===== src/verilog/matmul_pkg.sv =====
`default_nettype none

package matmul_pkg;

  // element width and full precision sum width
  localparam int data_w = 16;
  localparam int acc_w = 2 * data_w;

  // square array so one lane per row and per column
  localparam int array_n = 4;

  // operand memory of 128 words
  localparam int addr_w = 7;

  typedef logic [data_w-1:0] data_t;
  typedef logic [acc_w-1:0] acc_t;
  // lane 0 sits in the low bits
  typedef logic [array_n-1:0][data_w-1:0] lane_vec_t;
  typedef logic [addr_w-1:0] addr_t;
  typedef logic [4:0] cnt_t;

  // parked on the last word while not fetching
  localparam addr_t addr_idle = addr_t'(2 ** addr_w - 1);
  // four words per operand plus fill and drain
  localparam cnt_t done_cnt = cnt_t'(4 * array_n - 2 + 4);
  // row 0 grabs its results here and row i follows i cycles later
  localparam cnt_t latch_base = cnt_t'(array_n + 7);

endpackage

`default_nettype wire


===== src/verilog/result_drain.sv =====
`timescale 1ns/1ps
`default_nettype none

// per row shift register that serializes a finished row onto one lane
module result_drain (
  input  logic                                            clk,
  input  logic                                            reset,
  input  logic [matmul_pkg::array_n-1:0]                  row_latch,
  input  matmul_pkg::lane_vec_t [matmul_pkg::array_n-1:0] c_matrix,
  output matmul_pkg::lane_vec_t                           c_data_out
);

  for (genvar r = 0; r < matmul_pkg::array_n; r++) begin : g_row
    // element 0 is the one on the output lane
    matmul_pkg::lane_vec_t row_q;

    always_ff @(posedge clk) begin
      if (reset) begin
        row_q <= '0;
      end else if (row_latch[r]) begin
        // whole row from the grid, c[r][0] lands lowest
        row_q <= c_matrix[r];
      end else begin
        // step down one element, zero fills from the top
        row_q <= {matmul_pkg::data_t'(0), row_q[matmul_pkg::array_n-1:1]};
      end
    end

    // lane r carries row r, one column per cycle
    assign c_data_out[r] = row_q[0];

    // a second latch right behind the first would drop three columns
    a_single_latch: assert property (@(posedge clk) disable iff (reset)
      row_latch[r] |=> !row_latch[r]);
  end

endmodule

`default_nettype wire


===== config.mk =====
export PLATFORM = sky130hd
export DESIGN_NAME = result_drain
export DESIGN_NICKNAME = d
export VERILOG_FILES = /design/src/verilog/matmul_pkg.sv /design/src/verilog/result_drain.sv
export SDC_FILE = /design/constraint.sdc
export NUM_CORES = 1
export LEC_CHECK = 0
export BUFFER_PORTS_ARGS = -buffer_cell sky130_fd_sc_hd__buf_2
export CORE_MARGIN = 1
export CORE_UTILIZATION = 46
export CTS_BUF_LIST = sky130_fd_sc_hd__clkbuf_2
export DETAILED_ROUTE_END_ITERATION = 8
export HOLD_SLACK_MARGIN = 0.03
export PLACE_DENSITY = 0.78
export SYNTH_ARGS = -nofsm -noshare
export SYNTH_HDL_FRONTEND = slang
export SYNTH_SLANG_ARGS = --single-unit

===== constraint.sdc =====
create_clock -name clk -period 0.8 [get_ports clk]
set_clock_uncertainty 0.05 [all_clocks]
set_input_delay 0.04 -clock clk [delete_from_list [all_inputs] [get_ports clk]]
set_output_delay 0.04 -clock clk [all_outputs]
set_load 0.02 [all_outputs]

==> out/summary.txt, run 1 <==
STATUS
------------------------------------------------------------
Tool error                                      [ERROR RSZ-0060] Max buffer count reached.
Stopping stage                                  clock tree synthesis (4_1_cts)
Run status                                      aborted with a tool error

FLOORPLANNING
------------------------------------------------------------
Die Y                                                 143 um
Effective utilization at floorplan                     47.1%
X dimension of the die                                143 um
Count of boundary I/O pins                               326
Placement Rows                                            51

PLACE
------------------------------------------------------------
HPWL after DPL                                     13,600 um
Global placement routability congestion                0.766
Count of port buffers added during placement             325
Placed cell count                                      1,329
DP Worst Slack                                     -0.155 ns

YOSYS
------------------------------------------------------------
Synthesized instance count                               822
Cell taking the most area after synthesis            dfxtp_1
Register bit count reported by yosys                     256
Top cell type's share of synthesized area              55.7%
Number of synthesis warnings                               0
Post-synthesis sequential area ratio                   55.7%
Synth top area cells                            dfxtp_1 56%, mux2i_1 21%, nor2_1 7.8%, buf_4 6.3%, and2_1 4.4%
Mean Syn Cell Area                                11.2 sq um
Net count after synthesis                              1,084
Yosys cell types                                          10
Cell area after technology mapping              0.00920 sq mm

CLOCK NETWORK
------------------------------------------------------------
Post-cts hold buffer count                               288
Number of clock sinks seen by CTS                        256
Library cell used as clock root buffer              clkbuf_2
Number of gates resized after cts                        192
Number of clock buffers inserted by TritonCTS             59
Number of levels the H-tree was split into                 2
Maximum buffer depth of the clock tree                     3
Post-CTS Repair Setup Buffers                              0

## synthesized netlist by cell type
cell type / n
dfxtp_1: 256
mux2i_1: 192
nor2_1: 192
buf_4: 77
and2_1: 64
buf_2: 19
buf_12: 12
buf_6: 5
nor2b_4: 4
clkbuf_1: 1
## cells by family after synthesis
| kind of cell | Yosys count | share of synthesized area (%) |
|---|---|---|
| mux | 192 | 20.9 |
| flops | 256 | 55.7 |
| buf+inv | 114 | 10.6 |
| simple gates | 260 | 12.8 |
## per-stage QoR
stage | cell area (sq um) | utilization [%] | hold WS, ns | setup TNS (ns)
detailed placement | 10500 | 53.9 | 0.192 | -16.16
global placement | 10500 | 53.9 | 0.189 | -11.93
floorplan | 9200 | - | 0.112 | 0
==> run 2, diff against run 1 <==
--- a/config.mk
+++ b/config.mk
@@ -7,11 +7,9 @@
 export LEC_CHECK = 0
 export BUFFER_PORTS_ARGS = -buffer_cell sky130_fd_sc_hd__buf_2
 export CORE_MARGIN = 1
-export CORE_UTILIZATION = 46
-export CTS_BUF_LIST = sky130_fd_sc_hd__clkbuf_2
+export CORE_UTILIZATION = 31
 export DETAILED_ROUTE_END_ITERATION = 8
-export HOLD_SLACK_MARGIN = 0.03
-export PLACE_DENSITY = 0.78
+export PLACE_DENSITY_LB_ADDON = 0.15
 export SYNTH_ARGS = -nofsm -noshare
 export SYNTH_HDL_FRONTEND = slang
 export SYNTH_SLANG_ARGS = --single-unit
==> constraint.sdc (replaced) <==
create_clock -name clk -period 1 [get_ports clk]
set_clock_uncertainty 0.05 [all_clocks]
set_input_delay 0.05 -clock clk [delete_from_list [all_inputs] [get_ports clk]]
set_output_delay 0.05 -clock clk [all_outputs]
set_load 0.02 [all_outputs]
==> run 2 against run 1 <==
  * The flow now finishes, with violations (negative hold slack, negative setup slack)
  * Synthesized cell count did not move
  * Area after synthesis did not move
==> out/summary.txt, run 2 <==
STATUS
------------------------------------------------------------------------------------------------------
Violated checks                                                                           negative hold slack, negative setup slack
Run status                                                                                finished with violations   was aborted with a tool error

FLOORPLANNING
------------------------------------------------------------------------------------------------------
Placement Rows                                                                                      62   was 51
Effective utilization at floorplan                                                               31.8%   was 47.1%
Total die area                                                                            0.0304 sq mm
Core box area                                                                             0.0289 sq mm
X dimension of the die                                                                          174 um   was 143 um
Die Y                                                                                           174 um   was 143 um
Count of boundary I/O pins                                                                         326   unchanged

DRT
------------------------------------------------------------------------------------------------------
DR vias                                                                                          7,091
Detailed route wirelength on metal3                                                            1240 um
Uppermost layer routed                                                                            met5
First-pass iteration count of the detailed router                                                    4
Drt initial violations                                                                             185
Average routed wire per standard cell                                                          13.4 um
Met2 routed wirelength                                                                       11,800 um
Number of vias per cell after detailed routing                                                    3.99
Number of DRC violations after detailed routing                                                      0
DRT met1 WL                                                                                    9930 um
Routed Wire Length                                                                           23,800 um
Post-route antenna net violation count                                                               0

CRITICAL PATH
------------------------------------------------------------------------------------------------------
Cell with the biggest individual delay on the critical path                                    dfxtp_2
Worst setup EP type                                                                         output pin
Type of element launching the critical path                                                       flop
Maximum fanout encountered on the critical timing path                                               1
Signal arrival time at the worst endpoint                                                      1.00 ns
Req. time, crit path                                                                           0.90 ns
Cell-by-cell trace of the critical path                                                          buf_6
Count of buffering cells on the critical path with inverters included                                1
Startpoint-to-endpoint class of the critical path                                         flop to output pin
CP max stage delay                                                                             0.35 ns
Largest delay contributor family on the critical path                                       flip-flops
R2R setup slack                                                                                0.28 ns

GLOBAL ROUTE
------------------------------------------------------------------------------------------------------
Number of global-route vias before repair                                                        7,765
Total gr overflow                                                                                    0
Wire length of the first global-routing pass                                                 38,200 um
Maximum number of pins on one net before global-route repair                                        52
Antenna violations before repair                                                                     3
Total routing resource utilization after global routing                                          15.5%

YOSYS
------------------------------------------------------------------------------------------------------
Cell taking the most area after synthesis                                                      dfxtp_1   unchanged
Number of enable-type register cells in the synthesized netlist                                      0   unchanged
Dominant register cell in the synthesized netlist                                              dfxtp_1   unchanged
Net count after synthesis                                                                        1,084   unchanged
Synthesized instance count                                                                         822   unchanged
Post-synthesis sequential area ratio                                                             55.7%   unchanged
Proportion of synthesized flip-flops having asynchronous set or reset                               0%   unchanged
Post-synth top cells                                                                      256 x dfxtp_1, 192 x mux2i_1, 192 x nor2_1   unchanged
Register bit count reported by yosys                                                               256   unchanged
Number of synthesis warnings                                                                         0   unchanged
Most frequent cell after synthesis                                                             dfxtp_1   unchanged
Top cell type's share of synthesized area                                                        55.7%   unchanged
Cell area after technology mapping                                                        0.00920 sq mm   unchanged
Synth top area cells                                                                      dfxtp_1 56%, mux2i_1 21%, nor2_1 7.8%, buf_4 6.3%, and2_1 4.4%   unchanged
Yosys cell types                                                                                    10   unchanged
Mean Syn Cell Area                                                                          11.2 sq um   unchanged

TIMING
------------------------------------------------------------------------------------------------------
Final Cycle Share                                                                                 110%
Number of endpoints with negative hold slack in the final report                                     2
Post-layout min period                                                                         1.10 ns
Max frequency                                                                                0.911 GHz
RSZ-0062 raised after global routing                                                              true
Worst hold margin                                                                           -0.0136 ns
Worst-margin pin slew                                                                         0.431 ns
Worst slew margin relative to its limit                                                          71.2%
Setup violations, final                                                                             65
Final-report max-slew violation count                                                                0
Setup WS post-layout                                                                        -0.0972 ns
Final-layout setup total negative slack                                                       -4.19 ns

CLOCK NETWORK
------------------------------------------------------------------------------------------------------
Clk_lat worst skew                                                                             0.53 ns
Number of clock buffers inserted by TritonCTS                                                       28   was 59
CTS tree                                                                                           yes
Library cell used as clock root buffer                                                       clkbuf_16   was clkbuf_2
Clock transition at the register clock pins on the worst setup and hold paths after CTS        0.06 ns
Number of clock sinks seen by CTS                                                                  256   unchanged
Maximum buffer depth of the clock tree                                                               3   unchanged
Number of levels the H-tree was split into                                                           1   was 2

PLACE
------------------------------------------------------------------------------------------------------
HPWL after DPL                                                                               14,700 um   was 13,600 um
Count of port buffers added during placement                                                       325   unchanged
Placed cell count                                                                                1,442   was 1,329
Global placement routability congestion                                                          0.758   was 0.766

CELLS AND AREA
------------------------------------------------------------------------------------------------------
Number of filler cells placed in the layout                                                      2,589
Multi-input combinational cell area                                                       0.00310 sq mm
Number of flip-flops under the largest register name                                               192
Area grow syn2layout                                                                             61.8%
Register area                                                                             0.00520 sq mm
Final standard cell count with taps included and fillers excluded                                1,779
Fraction of the core area covered by cells at the end of the flow                                51.4%
Final nets                                                                                       1,639
Proportion of layout cells with a drive suffix above 1                                           32.7%
Most used cells in the layout excluding fill and tap cells                                281 x dlygate4sd3_1, 259 x buf_2, 192 x mux2i_1, 192 x nor2_1, 192 x dfxtp_1
Biggest register                                                                           g_row.row_q
Most frequent standard cell in the layout excluding fill and tap cells                    dlygate4sd3_1

POWER AND IR DROP
------------------------------------------------------------------------------------------------------
Power density of the placed cells                                                         1590 mW/mm^2
Leakage power summed over all cells                                                            7.12 nW
Worst IR Drop VDD                                                                              1.11 mV

MIN PATH
------------------------------------------------------------------------------------------------------
Class of the tightest hold or removal check                                               input port to flop

JOB
------------------------------------------------------------------------------------------------------
Number of maximum-capacitance constraint violations                                                  0

==> run 2: cell counts after synthesis <==
No cell type changed its count.
==> run 2: final cells by class <==
| class | count | area share (%) |
|---|---|---|
| diodes | 2 | 0.0336 |
| clock buffers | 43 | 5.57 |
| clock inverters | 3 | 0.126 |
| multi-input cells | 452 | 20.8 |
| flip-flops and latches | 256 | 35.0 |
| well taps | 384 | 3.23 |
| repair buffers | 639 | 35.2 |
==> run 2: worst paths after layout <==
check / from / cells past startpoint / endpoint
max: c_data_out[48] / 1 / c_data_out[48]
min: row_latch[0] / 3 / g_row[0].row_q[62]
max reg2reg: g_row[1].row_q[52] / 2 / g_row[1].row_q[36]
min reg2reg: g_row[3].row_q[17] / 2 / c_data_out[49]
==> run 2: power by group <==
group	internal [mW]	switching, mW
registers	10.8	0.174
clock network	5.62	3.94
logic	1.97	1.24
total	18.4	5.35
==> run 2: logic make-up after synthesis <==
family,after synthesis,synth area share (%)
buffers and inverters,114,10.6
flip-flops,256,55.7
AND/OR/NAND/NOR,260,12.8
multiplexers,192,20.9
==> run 2: timing repair <==
item	in CTS	in global routing
gates resized for setup	192	8
hold buffers	295	9
setup buffers	0	1
hold endpoints to repair	256	8
pin swaps	0	0
setup endpoints to repair	64	167
==> run 2: through the flow <==
| step | power [mW] | setup slack [ns] | area (sq um) |
|---|---|---|---|
| 2_1_floorplan | 12.6 | 0.219 | 9200 |
| 4_1_cts | 24.1 | -0.124 | 14900 |
| 6_report | 23.7 | -0.0972 | 14900 |
| 3_5_place_dp | 13.2 | -0.0166 | 10600 |
| 3_3_place_gp | 13.2 | -0.0267 | 10600 |
| 5_1_grt | 24.8 | -0.137 | 14900 |
==> run 2: per-layer routing <==
layer,up-vias,GRT usage (%)
met5,-,0
met4,2,6.54
met3,65,3.06
met2,210,27.7
met1,3121,17.8
li1,3693,-
No activity file was read; power rests on OpenSTA's default activity.
==> run 3, diff against run 2 <==
--- a/config.mk
+++ b/config.mk
@@ -5,6 +5,7 @@
 export SDC_FILE = /design/constraint.sdc
 export NUM_CORES = 1
 export LEC_CHECK = 0
+export ABC_AREA = 1
 export BUFFER_PORTS_ARGS = -buffer_cell sky130_fd_sc_hd__buf_2
 export CORE_MARGIN = 1
 export CORE_UTILIZATION = 31
==> run 3 against run 2 <==
  * The run still ends with negative hold slack, negative setup slack left
  * Final area up 12%
  * Global-route usage up 1.5 points
  * Clock-buffer cell count up 1
  * Sequential power about the same
  * Total power up 9.9%
  * Routed wire length up 21%
  * Setup slack better by 0.0047 ns
  * Critical path depth unchanged
  * Clock power up 16%
  * Critical path type unchanged
  * Largest cell class unchanged
==> out/summary.txt, run 3 <==
CRITICAL PATH
------------------------------------------------------------------------------------------------------
Cell-by-cell trace of the critical path                                                          buf_6   unchanged
Startpoint-to-endpoint class of the critical path                                         flop to output pin   unchanged
Cell with the biggest individual delay on the critical path                                    dfxtp_2   unchanged
Worst setup EP type                                                                         output pin   unchanged
Count of buffering cells on the critical path with inverters included                                1   unchanged
Largest delay contributor family on the critical path                                       flip-flops   unchanged
Maximum fanout encountered on the critical timing path                                               1   unchanged
Type of element launching the critical path                                                       flop   unchanged
CP max stage delay                                                                             0.34 ns   was 0.35 ns
Signal arrival time at the worst endpoint                                                      0.99 ns   was 1.00 ns
Req. time, crit path                                                                           0.90 ns   about the same

CELLS AND AREA
------------------------------------------------------------------------------------------------------
Final standard cell count with taps included and fillers excluded                                2,524   was 1,779
Most used cells in the layout excluding fill and tap cells                                447 x nor2_1, 388 x nand2_1, 313 x dlygate4sd3_1   was 281 x dlygate4sd3_1, 259 x buf_2, 192 x mux2i_1, 192 x nor2_1, 192 x dfxtp_1
Most frequent standard cell in the layout excluding fill and tap cells                          nor2_1   was dlygate4sd3_1
Number of flip-flops under the largest register name                                               192   unchanged
Design area                                                                               0.0166 sq mm   was 0.0149 sq mm
Proportion of layout cells with a drive suffix above 1                                           23.1%   was 32.7%
Final nets                                                                                       2,328   was 1,639
Antenna diode count                                                                                  0   was 2
Biggest register                                                                           g_row.row_q   unchanged
Area grow syn2layout                                                                             64.2%   was 61.8%

YOSYS
------------------------------------------------------------------------------------------------------
Post-synth top cells                                                                      448 x nor2_1, 388 x nand2_1, 256 x dfxtp_1, 256 x inv_1, 86 x buf_4   was 256 x dfxtp_1, 192 x mux2i_1, 192 x nor2_1
Proportion of synthesized flip-flops having asynchronous set or reset                               0%   unchanged
Mean Syn Cell Area                                                                          6.82 sq um   was 11.2 sq um
Number of enable-type register cells in the synthesized netlist                                      0   unchanged
Yosys cell types                                                                                     8   was 10
Post-synthesis sequential area ratio                                                             50.7%   was 55.7%
Top cell type's share of synthesized area                                                        50.7%   was 55.7%
Dominant register cell in the synthesized netlist                                              dfxtp_1   unchanged
Register bit count reported by yosys                                                               256   unchanged
Synthesized instance count                                                                       1,482   was 822
Most frequent cell after synthesis                                                              nor2_1   was dfxtp_1
Cell area after technology mapping                                                        0.0101 sq mm   was 0.00920 sq mm
Cell taking the most area after synthesis                                                      dfxtp_1   unchanged
Synth top area cells                                                                      dfxtp_1 51%, nor2_1 17%, nand2_1 14%, inv_1 9.5%, buf_4 6.4%   was dfxtp_1 56%, mux2i_1 21%, nor2_1 7.8%, buf_4 6.3%, and2_1 4.4%
Net count after synthesis                                                                        1,744   was 1,084
Number of synthesis warnings                                                                         0   unchanged

FLOORPLANNING
------------------------------------------------------------------------------------------------------
Placement Rows                                                                                      65   was 62
Die Y                                                                                           183 um   was 174 um
Core box area                                                                             0.0318 sq mm   was 0.0289 sq mm
X dimension of the die                                                                          183 um   was 174 um
Count of boundary I/O pins                                                                         326   unchanged
Total die area                                                                            0.0333 sq mm   was 0.0304 sq mm
Effective utilization at floorplan                                                               31.8%   about the same

GLOBAL ROUTE
------------------------------------------------------------------------------------------------------
Total gr overflow                                                                                    0   unchanged
Wire length of the first global-routing pass                                                 46,400 um   was 38,200 um
Total routing resource utilization after global routing                                          17.0%   was 15.5%
Antenna violations before repair                                                                     0   was 3
Maximum number of pins on one net before global-route repair                                        52   unchanged
Number of global-route vias before repair                                                       10,000   was 7,765

DRT
------------------------------------------------------------------------------------------------------
Routed Wire Length                                                                           28,900 um   was 23,800 um
Number of DRC violations after detailed routing                                                      0   unchanged
Post-route antenna net violation count                                                               0   unchanged
Average routed wire per standard cell                                                          11.5 um   was 13.4 um
Number of vias per cell after detailed routing                                                    3.90   was 3.99
Drt initial violations                                                                             291   was 185
First-pass iteration count of the detailed router                                                    4   unchanged
DR vias                                                                                          9,835   was 7,091

TIMING
------------------------------------------------------------------------------------------------------
Final Cycle Share                                                                                 109%   was 110%
Worst slew margin relative to its limit                                                          70.7%   was 71.2%
Setup violations, final                                                                             69   was 65
Worst-margin pin slew                                                                         0.439 ns   was 0.431 ns
Max frequency                                                                                0.915 GHz   was 0.911 GHz
Worst hold margin                                                                           -0.0575 ns   was -0.0136 ns
Post-layout min period                                                                         1.09 ns   was 1.10 ns
Number of endpoints with negative hold slack in the final report                                    25   was 2
Setup WS post-layout                                                                        -0.0925 ns   was -0.0972 ns
RSZ-0062 raised after global routing                                                              true   unchanged
Final-report max-slew violation count                                                                0   unchanged

CLOCK NETWORK
------------------------------------------------------------------------------------------------------
Library cell used as clock root buffer                                                       clkbuf_16   unchanged
Number of clock sinks seen by CTS                                                                  256   unchanged
CTS tree                                                                                           yes   unchanged
Number of clock buffers inserted by TritonCTS                                                       30   was 28
Clk_lat worst skew                                                                             0.54 ns   was 0.53 ns
Number of levels the H-tree was split into                                                           1   unchanged
Post-CTS Repair Setup Buffers                                                                        0   unchanged
Clock transition at the register clock pins on the worst setup and hold paths after CTS        0.06 ns   about the same
Maximum buffer depth of the clock tree                                                               3   unchanged

STATUS
------------------------------------------------------------------------------------------------------
Run status                                                                                finished with violations   unchanged
Violated checks                                                                           negative hold slack, negative setup slack   unchanged

POWER AND IR DROP
------------------------------------------------------------------------------------------------------
Register share of total power                                                                    42.4%   was 46.2%
Leakage power summed over all cells                                                            9.05 nW   was 7.12 nW
Worst IR Drop VDD                                                                              1.39 mV   was 1.11 mV
Cell-internal power                                                                            19.8 mW   was 18.4 mW
Power density of the placed cells                                                         1570 mW/mm^2   was 1590 mW/mm^2
Switching share of power                                                                         23.9%   was 22.6%
PnR Total Power                                                                                26.1 mW   was 23.7 mW
Logic gate share of total power                                                                  14.9%   was 13.5%
Psw                                                                                            6.24 mW   was 5.35 mW
Proportion of power drawn by the clock network                                                   42.6%   was 40.3%

JOB
------------------------------------------------------------------------------------------------------
Number of maximum-capacitance constraint violations                                                  0   unchanged

PLACE
------------------------------------------------------------------------------------------------------
Count of port buffers added during placement                                                       325   unchanged
DP Worst Slack                                                                               0.0119 ns   was -0.0166 ns
Global placement routability congestion                                                          0.767   was 0.758
Placed inst area                                                                          0.0119 sq mm   was 0.0106 sq mm
Placed cell count                                                                                2,151   was 1,442
HPWL after DPL                                                                               16,500 um   was 14,700 um

MIN PATH
------------------------------------------------------------------------------------------------------
Class of the tightest hold or removal check                                               input port to flop   unchanged

## run 3: cell count changes in the layout (fill, tap and decap cells not counted), sizes merged, moves of 4 or more
cell / change
and2: -64
buf: +15
dlygate4sd3: +32
inv: +257
mux2i: -192
nand2: +388
nor2: +256
nor2b: -4
## run 3: power groups by stage
stage	Sequential [mW]	Combinational (mW)	Clock [mW]
floorplan	11.2	1.84	0
finish	11.1	3.89	11.1
global placement	11.2	2.69	0
CTS	11.1	3.85	11.4
detailed placement	11.2	2.69	0
global route	11.1	4.33	11.8
## run 3: layout make-up
class,instances,area [sq um]
timing repair buffer,685,5700
inverter,257,970
sequential,256,5200
clock inverter,11,120
tap,435,544
fill,2973,15200
multi-input combinational,836,3140
clock buffer,44,915
## run 3: path summary, 6_finish.rpt
check	to	slack, ns	from	cells past startpoint
max	c_data_out[15]	-0.09	c_data_out[15]	1
min	g_row[1].row_q[53]	-0.06	row_latch[1]	4
max reg2reg	g_row[3].row_q[32]	0.29	g_row[3].row_q[48]	2
min reg2reg	c_data_out[26]	0.39	g_row[1].row_q[26]	2
## run 3: cells by family (layout without fill, tap and decap cells)
logic type / Yosys count / count (layout) / share of synthesized area [%]
buffers and inverters: 390 / 997 / 18.2
and+or+nand+nor: 836 / 836 / 31.0
DFF: 256 / 256 / 50.7
## run 3: what timing repair did
action | 4_1_cts | 5_1_grt
endpoints found under the hold margin | 256 | 20
hold buffers | 320 | 9
endpoints found under the setup margin | 64 | 110
gates resized for setup | 190 | 10
## run 3: layer usage
layer  global-route usage (%)  part of all wire [%]  vias up
li1                         -                     -     5257
met1                     20.7                    45     4243
met2                     29.6                    48      260
met3                     2.95                   4.4       75
met4                     6.45                   3.4        0
met5                        0                     0        -
## run 3: metrics by stage
step	utilization, %	setup TNS, ns
6_report	52.2	-4.48
5_1_grt	52.2	-7.64
2_1_floorplan	-	0
3_3_place_gp	37.3	0
4_1_cts	52.2	-6.75
3_5_place_dp	37.3	0
