File: src/verilog/matmul_pkg.sv
`default_nettype none

package matmul_pkg;

  // element width and full precision sum width
  localparam int data_w = 16;
  localparam int acc_w = 2 * data_w;

  // square array so one lane per row and per column
  localparam int array_n = 4;

  // operand memory of 128 words
  localparam int addr_w = 7;

  typedef logic [data_w-1:0] data_t;
  typedef logic [acc_w-1:0] acc_t;
  // lane 0 sits in the low bits
  typedef logic [array_n-1:0][data_w-1:0] lane_vec_t;
  typedef logic [addr_w-1:0] addr_t;
  typedef logic [4:0] cnt_t;

  // parked on the last word while not fetching
  localparam addr_t addr_idle = addr_t'(2 ** addr_w - 1);
  // four words per operand plus fill and drain
  localparam cnt_t done_cnt = cnt_t'(4 * array_n - 2 + 4);
  // row 0 grabs its results here and row i follows i cycles later
  localparam cnt_t latch_base = cnt_t'(array_n + 7);

endpackage

`default_nettype wire

File: src/verilog/run_sequencer.sv
`timescale 1ns/1ps
`default_nettype none

// run control for one stand-alone tile
module run_sequencer (
  input  logic                            clk,
  input  logic                            reset,
  input  logic                            start_mat_mul,
  output matmul_pkg::addr_t               a_addr,
  output matmul_pkg::addr_t               b_addr,
  output logic                            skew_clear,
  output logic [matmul_pkg::array_n-1:0]  row_latch,
  output logic                            done_mat_mul
);

  // cycles since start was first seen high
  matmul_pkg::cnt_t  cnt;
  // shared by both operand streams at tile position zero
  matmul_pkg::addr_t fetch_addr;

  // counter freezes at the terminal count once done is up
  always_ff @(posedge clk) begin
    if (reset || !start_mat_mul) begin
      cnt          <= '0;
      done_mat_mul <= 1'b0;
    end else if (cnt == matmul_pkg::done_cnt) begin
      done_mat_mul <= 1'b1;
    end else if (!done_mat_mul) begin
      cnt <= cnt + 1'b1;
    end
  end

  // idle address wraps to 0, then steps up to 3
  always_ff @(posedge clk) begin
    if (reset || !start_mat_mul) begin
      fetch_addr <= matmul_pkg::addr_idle;
    end else if (cnt < matmul_pkg::cnt_t'(matmul_pkg::array_n)) begin
      fetch_addr <= fetch_addr + 1'b1;
    end else begin
      fetch_addr <= matmul_pkg::addr_idle;
    end
  end

  assign a_addr = fetch_addr;
  assign b_addr = fetch_addr;

  // skew lines stay empty until the first word is on its way
  assign skew_clear = !start_mat_mul || (cnt == '0);

  // one row grabbed per cycle, row 0 first
  always_comb begin
    for (int r = 0; r < matmul_pkg::array_n; r++) begin
      row_latch[r] = (cnt == matmul_pkg::latch_base + matmul_pkg::cnt_t'(r));
    end
  end

  // done only ever sits at the terminal count
  a_done_cnt: assert property (@(posedge clk) disable iff (reset)
    done_mat_mul |-> (cnt == matmul_pkg::done_cnt));
  // fetches stay inside the operand window or parked
  a_addr_range: assert property (@(posedge clk) disable iff (reset)
    (fetch_addr < matmul_pkg::addr_t'(matmul_pkg::array_n)) ||
    (fetch_addr == matmul_pkg::addr_idle));
  a_latch_onehot: assert property (@(posedge clk) disable iff (reset) $onehot0(row_latch));

endmodule

`default_nettype wire

File: config.mk
export PLATFORM = sky130hd
export DESIGN_NAME = run_sequencer
export DESIGN_NICKNAME = d
export VERILOG_FILES = /design/src/verilog/matmul_pkg.sv /design/src/verilog/run_sequencer.sv
export SDC_FILE = /design/constraint.sdc
export NUM_CORES = 1
export LEC_CHECK = 0
export BUFFER_PORTS_ARGS = -buffer_cell sky130_fd_sc_hd__buf_2
export CELL_PAD_IN_SITES_DETAIL_PLACEMENT = 0
export CELL_PAD_IN_SITES_GLOBAL_PLACEMENT = 2
export CORE_MARGIN = 8
export CORE_UTILIZATION = 32
export CTS_BUF_LIST = sky130_fd_sc_hd__clkbuf_4
export CTS_CLUSTER_SIZE = 30
export DETAILED_ROUTE_END_ITERATION = 7
export PLACE_DENSITY_LB_ADDON = 0.1
export SLEW_MARGIN = 20
export SYNTH_ARGS = -nofsm -noshare
export SYNTH_HDL_FRONTEND = slang
export SYNTH_SLANG_ARGS = --single-unit
export TNS_END_PERCENT = 1
File: constraint.sdc
create_clock -name clk -period 2.7 [get_ports clk]
set_input_delay 0.135 -clock clk [delete_from_list [all_inputs] [get_ports clk]]
set_output_delay 0.135 -clock clk [all_outputs]
set_load 0.02 [all_outputs]
-- Word level (Yosys, flattened, before mapping)
Cells that the tools add are included.
- output and inout bits: 20
- flip-flop bits (word level): 13
- logic and storage cells: 20
- bitwise logic cells: 3
- $lt $le $gt $ge: 1
- equal/unequal tests: 5
- $add $sub $neg: 2
- reductions and logical operators: 6
- operators by type and width (operator ; count):
    == test 5 x 4 -> 1 bit, second input constant ; 4
    adder 7 x 1 -> 7 bit, second input constant ; 1
    adder 5 x 1 -> 5 bit, second input constant ; 1
    == test 5 bit, second input constant ; 1
    zero test 5 bit ; 1
    less-than comparator 5 x 3 -> 1 bit, second input constant ; 1
    NOT 1 bit ; 3
    logical OR 1 bit ; 2
    AND reduction 2 bit ; 1
    OR reduction 2 bit ; 1
    zero test 1 bit ; 1

-- Depth between registers and ports, before layout
Gate-level depths: netlist (run 1).
- word-level depth: 3
- mapped depth: 5
- mapped depth without buffers: 5

-- Worst setup path after synthesis (run 1)
OpenSTA, ideal clock, no wires.
- kind: reg2out
- start: register cnt[0]
- end: output row_latch[0] (netlist name)
- path buffers: 0
- stages on the path, launching flop included: 4
- data required time: 2565 ps
- path slack: 1229 ps
- data arrival time: 1336 ps
- cells stage by stage: dfxtp_1 > ha_1 > inv_1 > nor4b_1
- longest elaborated chain between the ends: 1
- RTL lines (item ; RTL line ; text):
    start: declaration ; run_sequencer.sv:17 ; matmul_pkg::cnt_t cnt;
    start signal: assignment ; run_sequencer.sv:29 ; cnt <= cnt + 1'b1;
    == test 5 x 4 -> 1 bit ; run_sequencer.sv:53 ; row_latch[r] = (cnt == matmul_pkg::latch_base + matmul_pkg::cnt_t'(r));
    end: declaration ; run_sequencer.sv:12 ; output logic [matmul_pkg::array_n-1:0] row_latch,
Every way passes these cells.

-- Final worst setup path (run 1)
Same ends and word-level chain as after synthesis.

==> summary.md, run 1 <==
| Metric | Value |
|---|---|
| Outcome | complete, no violations |
| Post-CTS Hold Fix Bufs | 0 |
| Worst r2r path cells | 5 |
| Residual DRC | 0 |
| Number of global-route vias before repair | 511 |
| Final Hold Fails | 0 |
| Grt ovf | 0 |
| Layout Skew | 0.00524 ns |
| Crit path time final | 1.55 ns |
| Area contributors post-synth | dfxtp_1 (36%), buf_4 (9.3%), ha_1 (8.6%) |
| Req. time, crit path | 2.57 ns |
| Post-CTS setup buffers | 0 |
| Arrival time at the worst endpoint | 1.41 ns |
| Critical path's largest stage delay | 0.41 ns |
| IO buf count | 22 |
| Nets | 102 |
| Antenna diodes | 0 |
| RSZ-0062 raised after global routing | no |
| H-tree levels | 1 |
| Syn nets | 86 |
| HPWL after DPL | 1110 um |
| Post-route clock period utilization | 57.2% |
| Final Setup Violations | 0 |
| WHS Endpoint | cnt[3] |
| Reg-to-reg critical path endpoint | cnt[1] |
| Worst-skew pair later-pin latency | 0.27 ns |
| Number of synthesis warnings | 0 |
| Sink Count | 13 |
| TritonCTS Buffers | 3 |
| First-pass GRT wire length | 2350 um |
| Drt initial violations | 11 |
| Sw frac | 28.2% |
| Post-Syn Instances | 78 |
| Maximum clock insertion buffer count | 2 |
| Slack of the critical path | 1.15 ns |
| Mapped Area | 729 um2 |
| Static Leak | 0.334 nW |
| # IOs | 23 |
| Crit. End Element | output port |
| Pwr Density | 511 nW/um2 |
| Int Power | 299 uW |
| CP Launch Type | flop |
| DR vias | 548 |
| Routed len/inst | 11.6 um |
| Final Max Tran Viols | 0 |
| DP Worst Slack | 1.18 ns |
| Final wirelength | 1400 um |
| Clock-pin slew on the worst setup and hold paths | 0.08 ns |
| Critical path's slowest cell | dfxtp_1 |
| Initial antenna violation count | 0 |
| First drt pass iteration count | 4 |
| VDD IR max | 0.385 mV |
| Worst-margin pin slew | 0.422 ns |
| Leading area contributor after synthesis | dfxtp_1 |
| Hold Path Class | input port to flop |
| Die H | 63.7 um |
| Antenna-violating nets left | 0 |
| P_sw | 117 uW |
| Hold Path Cell Cnt | 3 |
| Largest net degree at the start of global routing | 10 |
| Resized cells post-CTS | 0 |
| Cells along the critical path | ha_1 -> inv_1 -> nor4b_1 -> buf_2 |
| Max-cap violation count | 0 |
| CTS root buffer | clkbuf_4 |
| Site Rows | 17 |
| Fin Hold WS | 0.343 ns |
| DR vias/cell | 4.53 |
| Total track usage | 7.08% |
| Logic pwr share | 19.0% |
| Fin Setup TNS | 0 ns |
| Initial core utilization | 33.3% |
| Max-Slew Margin vs Limit | 71.7% |
| Sequential fraction of the synthesis area | 35.7% |
| Syn-to-layout area delta | 11.7% |
| Clock Power Share | 29.7% |
| Die ar. | 4060 um2 |
| Reg2reg start | cnt[0] |
| Share of cells above drive strength 1 | 30.1% |
| Placed instance count | 117 |
| Crit path kind | flop to output port |
| Peak Freq | 0.647 GHz |
| Synth top area share | 35.7% |
| Number of library cell types mapped by synthesis | 22 |
| Worst Hold Launch | start_mat_mul |
| Post-synthesis register bit count | 13 |
| Core area | 2190 um2 |
| Final GP Congestion | 0.751 |
| Die Width | 63.7 um |
| CP Max Fanout | 6 |
| Sequential power share | 51.3% |
| FF-to-FF setup slack | 1.19 ns |
| CTS tree | yes |
| Mapped Avg Cell Area | 9.35 um2 |
| Final Non-Filler Cells | 121 |
[sequential cells by signal, summed over array words and instances (netlist names)]
| register | flops |
|---|---|
| cnt | 5 |
| done_mat_mul | 1 |
| a_addr | 7 |
[logic make-up (layout without fill, tap and decap cells)]
logic type / count (synthesis) / after routing / synth area share, %
flip-flops: 13 / 13 / 35.7
XOR/XNOR: 5 / 5 / 6.00
adder cells (fa/ha/maj): 5 / 5 / 8.58
AND/OR/NAND/NOR: 32 / 32 / 29.0
buffers and inverters: 14 / 29 / 13.9
AO/OA/AOI/OAI: 9 / 9 / 6.86
[power groups by stage]
stage	Clock, mW	Combinational (mW)	Sequential (mW)
6_report	0.124	0.0791	0.214
5_1_grt	0.143	0.0864	0.215
4_1_cts	0.132	0.0806	0.214
3_5_place_dp	0	0.0804	0.218
3_3_place_gp	0	0.0814	0.218
2_1_floorplan	0	0.0576	0.227
[critical path, delay by kind of cell (launching register included)]
family	cells	cell delay [ns]
DFF	1	0.41
buffers and inverters	2	0.28
and+or+nand+nor	1	0.24
adders and majority gates	1	0.21
[routing by layer]
| layer | part of all wire [%] | global-route usage, % | up-vias |
|---|---|---|---|
| li1 | - | - | 287 |
| met1 | 48 | 8.36 | 250 |
| met2 | 44 | 10.3 | 9 |
| met3 | 6.1 | 4.36 | 2 |
| met4 | 1.0 | 2.51 | 0 |
| met5 | 0 | 0 | - |
[metrics by stage]
stage	total power, mW	instance area [um2]	util (%)
2_1_floorplan	0.284	729	-
3_3_place_gp	0.299	785	35.8
3_5_place_dp	0.299	785	35.8
4_1_cts	0.427	815	37.2
5_1_grt	0.445	815	37.2
6_report	0.416	815	37.2
[Yosys cell counts]
| library cell | n |
|---|---|
| dfxtp_1 | 13 |
| a21oi_1 | 2 |
| buf_4 | 9 |
| nor4bb_4 | 1 |
| xor2_1 | 4 |
| xnor2_1 | 1 |
| nand4b_1 | 2 |
| nor4b_1 | 1 |
| nor4_4 | 1 |
| o21ai_0 | 4 |
| buf_6 | 2 |
| o21ai_1 | 1 |
| inv_1 | 3 |
| nor2_1 | 5 |
| ha_1 | 5 |
| nand2_1 | 8 |
| or3_1 | 3 |
| nor3b_1 | 3 |
| nand2b_1 | 3 |
| or4b_1 | 1 |
| nand3_1 | 4 |
| o31ai_1 | 2 |
[cell type report]
class / instances / area [um2]
sequential: 13 / 260
inverter: 3 / 11.3
fill: 235 / 1380
clock buffer: 4 / 30.0
tap: 28 / 35.0
multi-input combinational: 51 / 368
timing repair buffer: 22 / 110
[worst max path at each step]
stage	start	end	slack (ns)	depth (start not counted)
final	cnt[0]	row_latch[0]	1.15	4
after global routing	cnt[0]	row_latch[0]	0.97	4
after CTS	cnt[3]	row_latch[2]	1.13	3
after detailed placement	cnt[0]	cnt[1]	1.18	5
after global placement	cnt[0]	cnt[1]	1.23	5
after floorplan	cnt[0]	row_latch[0]	1.23	3
[cells in the final DEF (no fill, tap or decap), drive strengths merged, types with 3 or more instances in the layout]
master and n:
nand2 8, clkbuf 4, nor3b 3, o21ai 5, buf 22, inv 3
nor2 5, ha 5, or3 3, xor2 4, nand2b 3, nand3 4
dfxtp 13
(Power assumes the default switching activity.)
==> run 2: changes to the inputs <==
--- a/config.mk
+++ b/config.mk
@@ -9,7 +9,7 @@
 export CELL_PAD_IN_SITES_DETAIL_PLACEMENT = 0
 export CELL_PAD_IN_SITES_GLOBAL_PLACEMENT = 2
 export CORE_MARGIN = 8
-export CORE_UTILIZATION = 32
+export CORE_UTILIZATION = 30
 export CTS_BUF_LIST = sky130_fd_sc_hd__clkbuf_4
 export CTS_CLUSTER_SIZE = 30
 export DETAILED_ROUTE_END_ITERATION = 7
==> constraint.sdc (replaced) <==
create_clock -name clk -period 1.5 [get_ports clk]
set_input_delay 0.075 -clock clk [delete_from_list [all_inputs] [get_ports clk]]
set_output_delay 0.075 -clock clk [all_outputs]
set_load 0.02 [all_outputs]
==> summary.md, run 2 (synthesis results as in run 1) <==
| Metric | Value |
|---|---|
| Share of cells above drive strength 1 | 40.6% (+11 points) |
| Die H | 65.3 um (+2.5%) |
| H-tree levels | 1 (unchanged) |
| Final wirelength | 1450 um (+3.5%) |
| Antenna diodes | 0 (unchanged) |
| Hold Path Cell Cnt | 3 (unchanged) |
| DP Worst Slack | 0.0905 ns (-1.09 ns) |
| Routed len/inst | 11.5 um (-0.61%) |
| Final GP Congestion | 0.675 (-10%) |
| Post-route clock period utilization | 94.6% |
| Die ar. | 4270 um2 (+5.0%) |
| Slack of the critical path | 0.0803 ns (-1.07 ns) |
| CP Max Fanout | 4 (-2) |
| Final Max Tran Viols | 0 (unchanged) |
| Hold Path Class | input port to flop |
| Worst-skew pair later-pin latency | 0.27 ns (about the same) |
| Die Width | 65.3 um (+2.5%) |
| Crit path time final | 1.42 ns |
| Final Setup Violations | 0 (unchanged) |
| Fin Hold WS | 0.194 ns (-0.148 ns) |
| DR vias | 552 (+0.73%) |
| Layout Skew | 0.00384 ns (-0.00139 ns) |
| Most common cell after layout, fill and taps aside | buf_2 |
| CTS root buffer | clkbuf_4 |
| Largest net degree at the start of global routing | 10 (unchanged) |
| WHS Endpoint | cnt[2] |
| Req. time, crit path | 1.67 ns (-0.90 ns) |
| Reg2reg start | cnt[0] |
| Max-cap violation count | 0 (unchanged) |
| Final Hold Fails | 0 (unchanged) |
| FILL cells | 275 (+17%) |
| Site Rows | 18 (+1) |
| Outcome | complete, no violations |
| Drt initial violations | 9 (-2) |
| Arrival time at the worst endpoint | 1.59 ns (+0.18 ns) |
| Nets | 105 (+2.9%) |
| Total track usage | 7.55% (+0.47 points) |
| TritonCTS Buffers | 3 (unchanged) |
| VDD IR max | 0.595 mV (+55%) |
| Max-Slew Margin vs Limit | 68.9% (-2.8 points) |
| First-pass GRT wire length | 2630 um (+12%) |
| Worst Hold Launch | reset |
| First drt pass iteration count | 4 (unchanged) |
| HPWL after DPL | 1130 um (+2.2%) |
| Most frequent cells in the layout | buf_2 (21), dfxtp_1 (9), nand2_1 (8), nor2_1 (5) |
| Sink Count | 13 (unchanged) |
| Crit path kind | flop to flop |
| Largest register FFs | 7 (unchanged) |
| Number of global-route vias before repair | 584 (+14%) |
| Crit. End Element | flop |
| CTS tree | yes |
| Reg-to-reg critical path endpoint | cnt[1] |
| Syn-to-layout area delta | 18.4% |
| Placed instance count | 122 (+4.3%) |
| Residual DRC | 0 (unchanged) |
| Peak Freq | 0.704 GHz |
| IO buf count | 22 (unchanged) |
| Worst-margin pin slew | 0.463 ns (+0.0413 ns) |
| Overall power | 757 uW (+82%) |
| Worst r2r path cells | 5 (unchanged) |
| Int Power | 544 uW (+82%) |
| Clock Power Share | 29.5% (-0.2 points) |
| Clock-pin slew on the worst setup and hold paths | 0.07 ns (about the same) |
| Logic pwr share | 20.1% (+1.1 points) |
| CP Launch Type | flop |
| P_sw | 213 uW (+82%) |
| Fin Setup TNS | 0 ns (unchanged) |
| Sequential power share | 50.5% (-0.8 points) |
| Core area | 2390 um2 (+9.0%) |
| Static Leak | 0.350 nW (+4.6%) |
| Final Non-Filler Cells | 126 (+4.1%) |
| Initial core utilization | 30.6% (-2.7 points) |
| Initial antenna violation count | 0 (unchanged) |
| Pwr Density | 877 nW/um2 (+72%) |
| Sw frac | 28.2% (about the same) |
| Grt ovf | 0 (unchanged) |
| Post-CTS setup buffers | 0 (unchanged) |
| Maximum clock insertion buffer count | 2 (unchanged) |
| RSZ-0062 raised after global routing | yes |
| DR vias/cell | 4.38 (-3.3%) |
| # IOs | 23 (unchanged) |
| Antenna-violating nets left | 0 (unchanged) |
| FF-to-FF setup slack | 0.08 ns (-1.11 ns) |
run 2: changes by cell type in the layout (fill, tap and decap cells not counted), sizes merged:
| cell | previous run | this run |
|---|---|---|
| buf | 22 | 25 |
run 2: power by group through the flow:
stage               Combinational [mW]  Sequential (mW)  Clock, mW
CTS                              0.152            0.382      0.238
detailed placement               0.151            0.391          0
finish                           0.152            0.382      0.223
global placement                 0.152            0.390          0
floorplan                        0.104            0.408          0
global route                     0.170            0.388      0.255
run 2: cell type report:
cell class | count | area, um2 | area share, %
tap | 30 | 37.5 | 4.35
timing repair buffer | 25 | 135 | 15.7
inverter | 3 | 11.3 | 1.30
multi-input combinational | 51 | 384 | 44.5
sequential | 13 | 265 | 30.7
clock buffer | 4 | 30.0 | 3.48
run 2: critical path, stage by stage (launching register included):
cell and delay, ns:
dfxtp_2 0.33, inv_1 0.05, ha_1 0.22, nor4bb_4 0.17, or4b_1 0.47, o31ai_1 0.08
run 2: metrics by stage:
stage | utilization (%) | area [um2]
floorplan | - | 729
global placement | 33.9 | 810
detailed placement | 33.9 | 810
CTS | 35.4 | 846
global route | 36.2 | 863
finish | 36.2 | 863
run 2: timing repair:
item | 4_1_cts | 5_1_grt
resized for setup | 1 | 8
setup endpoints to repair | 1 | 5
hold buffers | 0 | 0
run 2: layer usage:
layer,vias to the layer above,wire [um],track usage [%]
met5,-,0,0
met1,241,737,9.58
li1,297,-,-
met3,2,56,3.06
met4,0,10,1.63
met2,12,646,11.7
run 2: worst max path at each step:
stage / startpoint / endpoint / cells past startpoint
after floorplan: cnt[0] / row_latch[0] / 3
after global placement: cnt[0] / cnt[1] / 5
after detailed placement: cnt[0] / cnt[1] / 5
after CTS: cnt[3] / row_latch[3] / 3
after global routing: cnt[0] / row_latch[0] / 5
final: cnt[0] / cnt[1] / 5
==> run 3: changes to the inputs <==
==> constraint.sdc (replaced) <==
create_clock -name clk -period 1.4 [get_ports clk]
set_input_delay 0.07 -clock clk [delete_from_list [all_inputs] [get_ports clk]]
set_output_delay 0.07 -clock clk [all_outputs]
set_load 0.02 [all_outputs]
==> summary.md, run 3 (synthesis results as in run 1) <==
| Metric | Value |
|---|---|
| Initial core utilization | 30.6% (unchanged) |
| Post-route clock period utilization | 98.3% |
| RSZ-0062 raised after global routing | yes |
| Die H | 65.3 um (unchanged) |
| Pwr Density | 887 nW/um2 (+1.1%) |
| Final GP Congestion | 0.708 (+4.8%) |
| CP Launch Type | flop |
| HPWL after DPL | 1180 um (+3.9%) |
| Worst-skew pair later-pin latency | 0.27 ns (about the same) |
| Cells along the critical path | buf_6 -> ha_4 -> inv_2 -> nor4b_2 -> buf_4 |
| Total track usage | 7.59% (+0.040 points) |
| IO buf count | 22 (unchanged) |
| Crit path time final | 1.38 ns |
| Final Hold Fails | 0 (unchanged) |
| Final instance area | 937 um2 (+8.6%) |
| CTS root buffer | clkbuf_4 |
| Sequential Area | 273 um2 (+2.8%) |
| Antenna diodes | 0 (unchanged) |
| Number of global-route vias before repair | 577 (-1.2%) |
| Layout Skew | 0.00261 ns (-0.00124 ns) |
| Multi-input logic area | 429 um2 (+12%) |
| Max-cap violation count | 0 (unchanged) |
| Maximum clock insertion buffer count | 2 (unchanged) |
| Hold Path Class | input port to flop |
| Clock-pin slew on the worst setup and hold paths | 0.08 ns (about the same) |
| P_sw | 246 uW (+15%) |
| # IOs | 23 (unchanged) |
| TritonCTS Buffers | 3 (unchanged) |
| Outcome | complete, no violations |
| Static Leak | 0.364 nW (+4.0%) |
| Die Width | 65.3 um (unchanged) |
| Fin Setup TNS | 0 ns (unchanged) |
| Req. time, crit path | 1.33 ns (-0.34 ns) |
| Clock Power Share | 30.0% (+0.5 points) |
| Nets | 107 (+1.9%) |
| Final Setup Violations | 0 (unchanged) |
| Sequential power share | 48.8% (-1.7 points) |
| DR vias/cell | 4.52 (+3.3%) |
| Worst-margin pin slew | 0.457 ns (-0.00598 ns) |
| CP delay by family, top | flip-flops |
| FILL cells | 268 (-2.5%) |
| Routed len/inst | 11.9 um (+3.3%) |
| H-tree levels | 1 (unchanged) |
| Site Rows | 18 (unchanged) |
| Largest register FFs | 7 (unchanged) |
| Drt initial violations | 11 (+2) |
| Share of cells above drive strength 1 | 48.0% (+7.3 points) |
| Residual DRC | 0 (unchanged) |
| Core area | 2390 um2 (unchanged) |
| Syn-to-layout area delta | 28.5% |
| Logic pwr share | 21.2% (+1.1 points) |
| Sink Count | 13 (unchanged) |
| Final Max Tran Viols | 0 (unchanged) |
| Most common cell after layout, fill and taps aside | buf_2 |
| Grt ovf | 0 (unchanged) |
| Fin Hold WS | 0.186 ns (-0.00845 ns) |
| Antenna-violating nets left | 0 (unchanged) |
| Area post-placement | 823 um2 (+1.7%) |
| Post-CTS Hold Fix Bufs | 0 (unchanged) |
| CTS tree | yes |
| First drt pass iteration count | 2 (-2) |
| Largest net degree at the start of global routing | 10 (unchanged) |
| Peak Freq | 0.727 GHz |
| Buf/Inv on CP | 3 (+2) |
| Crit. End Element | output port |
| First-pass GRT wire length | 2550 um (-2.9%) |
| Final wirelength | 1520 um (+4.9%) |
| Most frequent cells in the layout | buf_2 (20), dfxtp_1 (9), nand2_1 (8), buf_4 (6), nor2_1 (5) |
| Die ar. | 4270 um2 (unchanged) |
| Initial antenna violation count | 0 (unchanged) |
| Sw frac | 29.5% (+1.4 points) |
| Critical path's largest stage delay | 0.35 ns (-0.12 ns) |
| Critical path's slowest cell | dfxtp_2 |
| CP Max Fanout | 5 (+1) |
| Arrival time at the worst endpoint | 1.31 ns (-0.28 ns) |
| FF-to-FF setup slack | 0.06 ns (-0.02 ns) |
| VDD IR max | 0.639 mV (+7.4%) |
| Int Power | 586 uW (+7.7%) |
| Crit path kind | flop to output port |
| Max-Slew Margin vs Limit | 69.3% (+0.40 points) |
| DR vias | 579 (+4.9%) |
## run 3: cell types whose count changed in the layout (fill, tap and decap cells not counted), moves of 2 or more
cell / change
buf_4: +2
inv_1: -2
ha_4: +3
dfxtp_2: -3
inv_2: +2
ha_1: -2
dfxtp_4: +3
## run 3: layer usage
metal	global-route usage (%)	up-vias	wire length [um]
li1	-	302	-
met1	8.61	267	757
met2	12.7	8	701
met3	3.57	2	54
met4	1.63	0	8
met5	0	-	0
## run 3: worst register-to-register path: stages, from the launching register on
cell	delay, ns
dfxtp_2	0.35
inv_2	0.06
ha_4	0.16
nor4bb_4	0.15
or4b_1	0.46
o31ai_1	0.08
## run 3: layout make-up
cell class,count,area share [%]
clock buffers,4,3.20
inverters,3,1.20
multi-input cells,51,45.8
flip-flops and latches,13,29.1
well taps,30,4.01
repair buffers,27,16.7
## run 3: worst paths after layout
path              from           end  depth (start not counted)
min reg2reg  a_addr[6]     a_addr[6]                          2
max             cnt[0]  row_latch[0]                          5
max reg2reg     cnt[0]        cnt[1]                          5
min              reset        cnt[2]                          3
## run 3: power groups by stage
stage                     Clock [mW]  Sequential [mW]  Combinational (mW)
after floorplan                    0            0.437               0.111
after global placement             0            0.417               0.167
after detailed placement           0            0.417               0.166
after CTS                      0.266            0.410               0.168
after global routing           0.289            0.412               0.199
final                          0.250            0.405               0.176
## run 3: stage by stage
| stage | power [mW] | setup slack [ns] | std cells | utilization (%) |
|---|---|---|---|---|
| 2_1_floorplan | 0.549 | -0.00494 | 78 | - |
| 3_3_place_gp | 0.584 | 0.0362 | 123 | 34.5 |
| 3_5_place_dp | 0.583 | -0.00851 | 123 | 34.5 |
| 4_1_cts | 0.844 | -0.0174 | 127 | 36.6 |
| 5_1_grt | 0.900 | -0.0525 | 128 | 39.3 |
| 6_report | 0.831 | 0.0237 | 128 | 39.3 |
## run 3: timing repair
| action | CTS | global route |
|---|---|---|
| gates resized for setup | 8 | 14 |
| pin swaps | 0 | 4 |
| setup endpoints to repair | 5 | 5 |
| setup buffers | 0 | 1 |
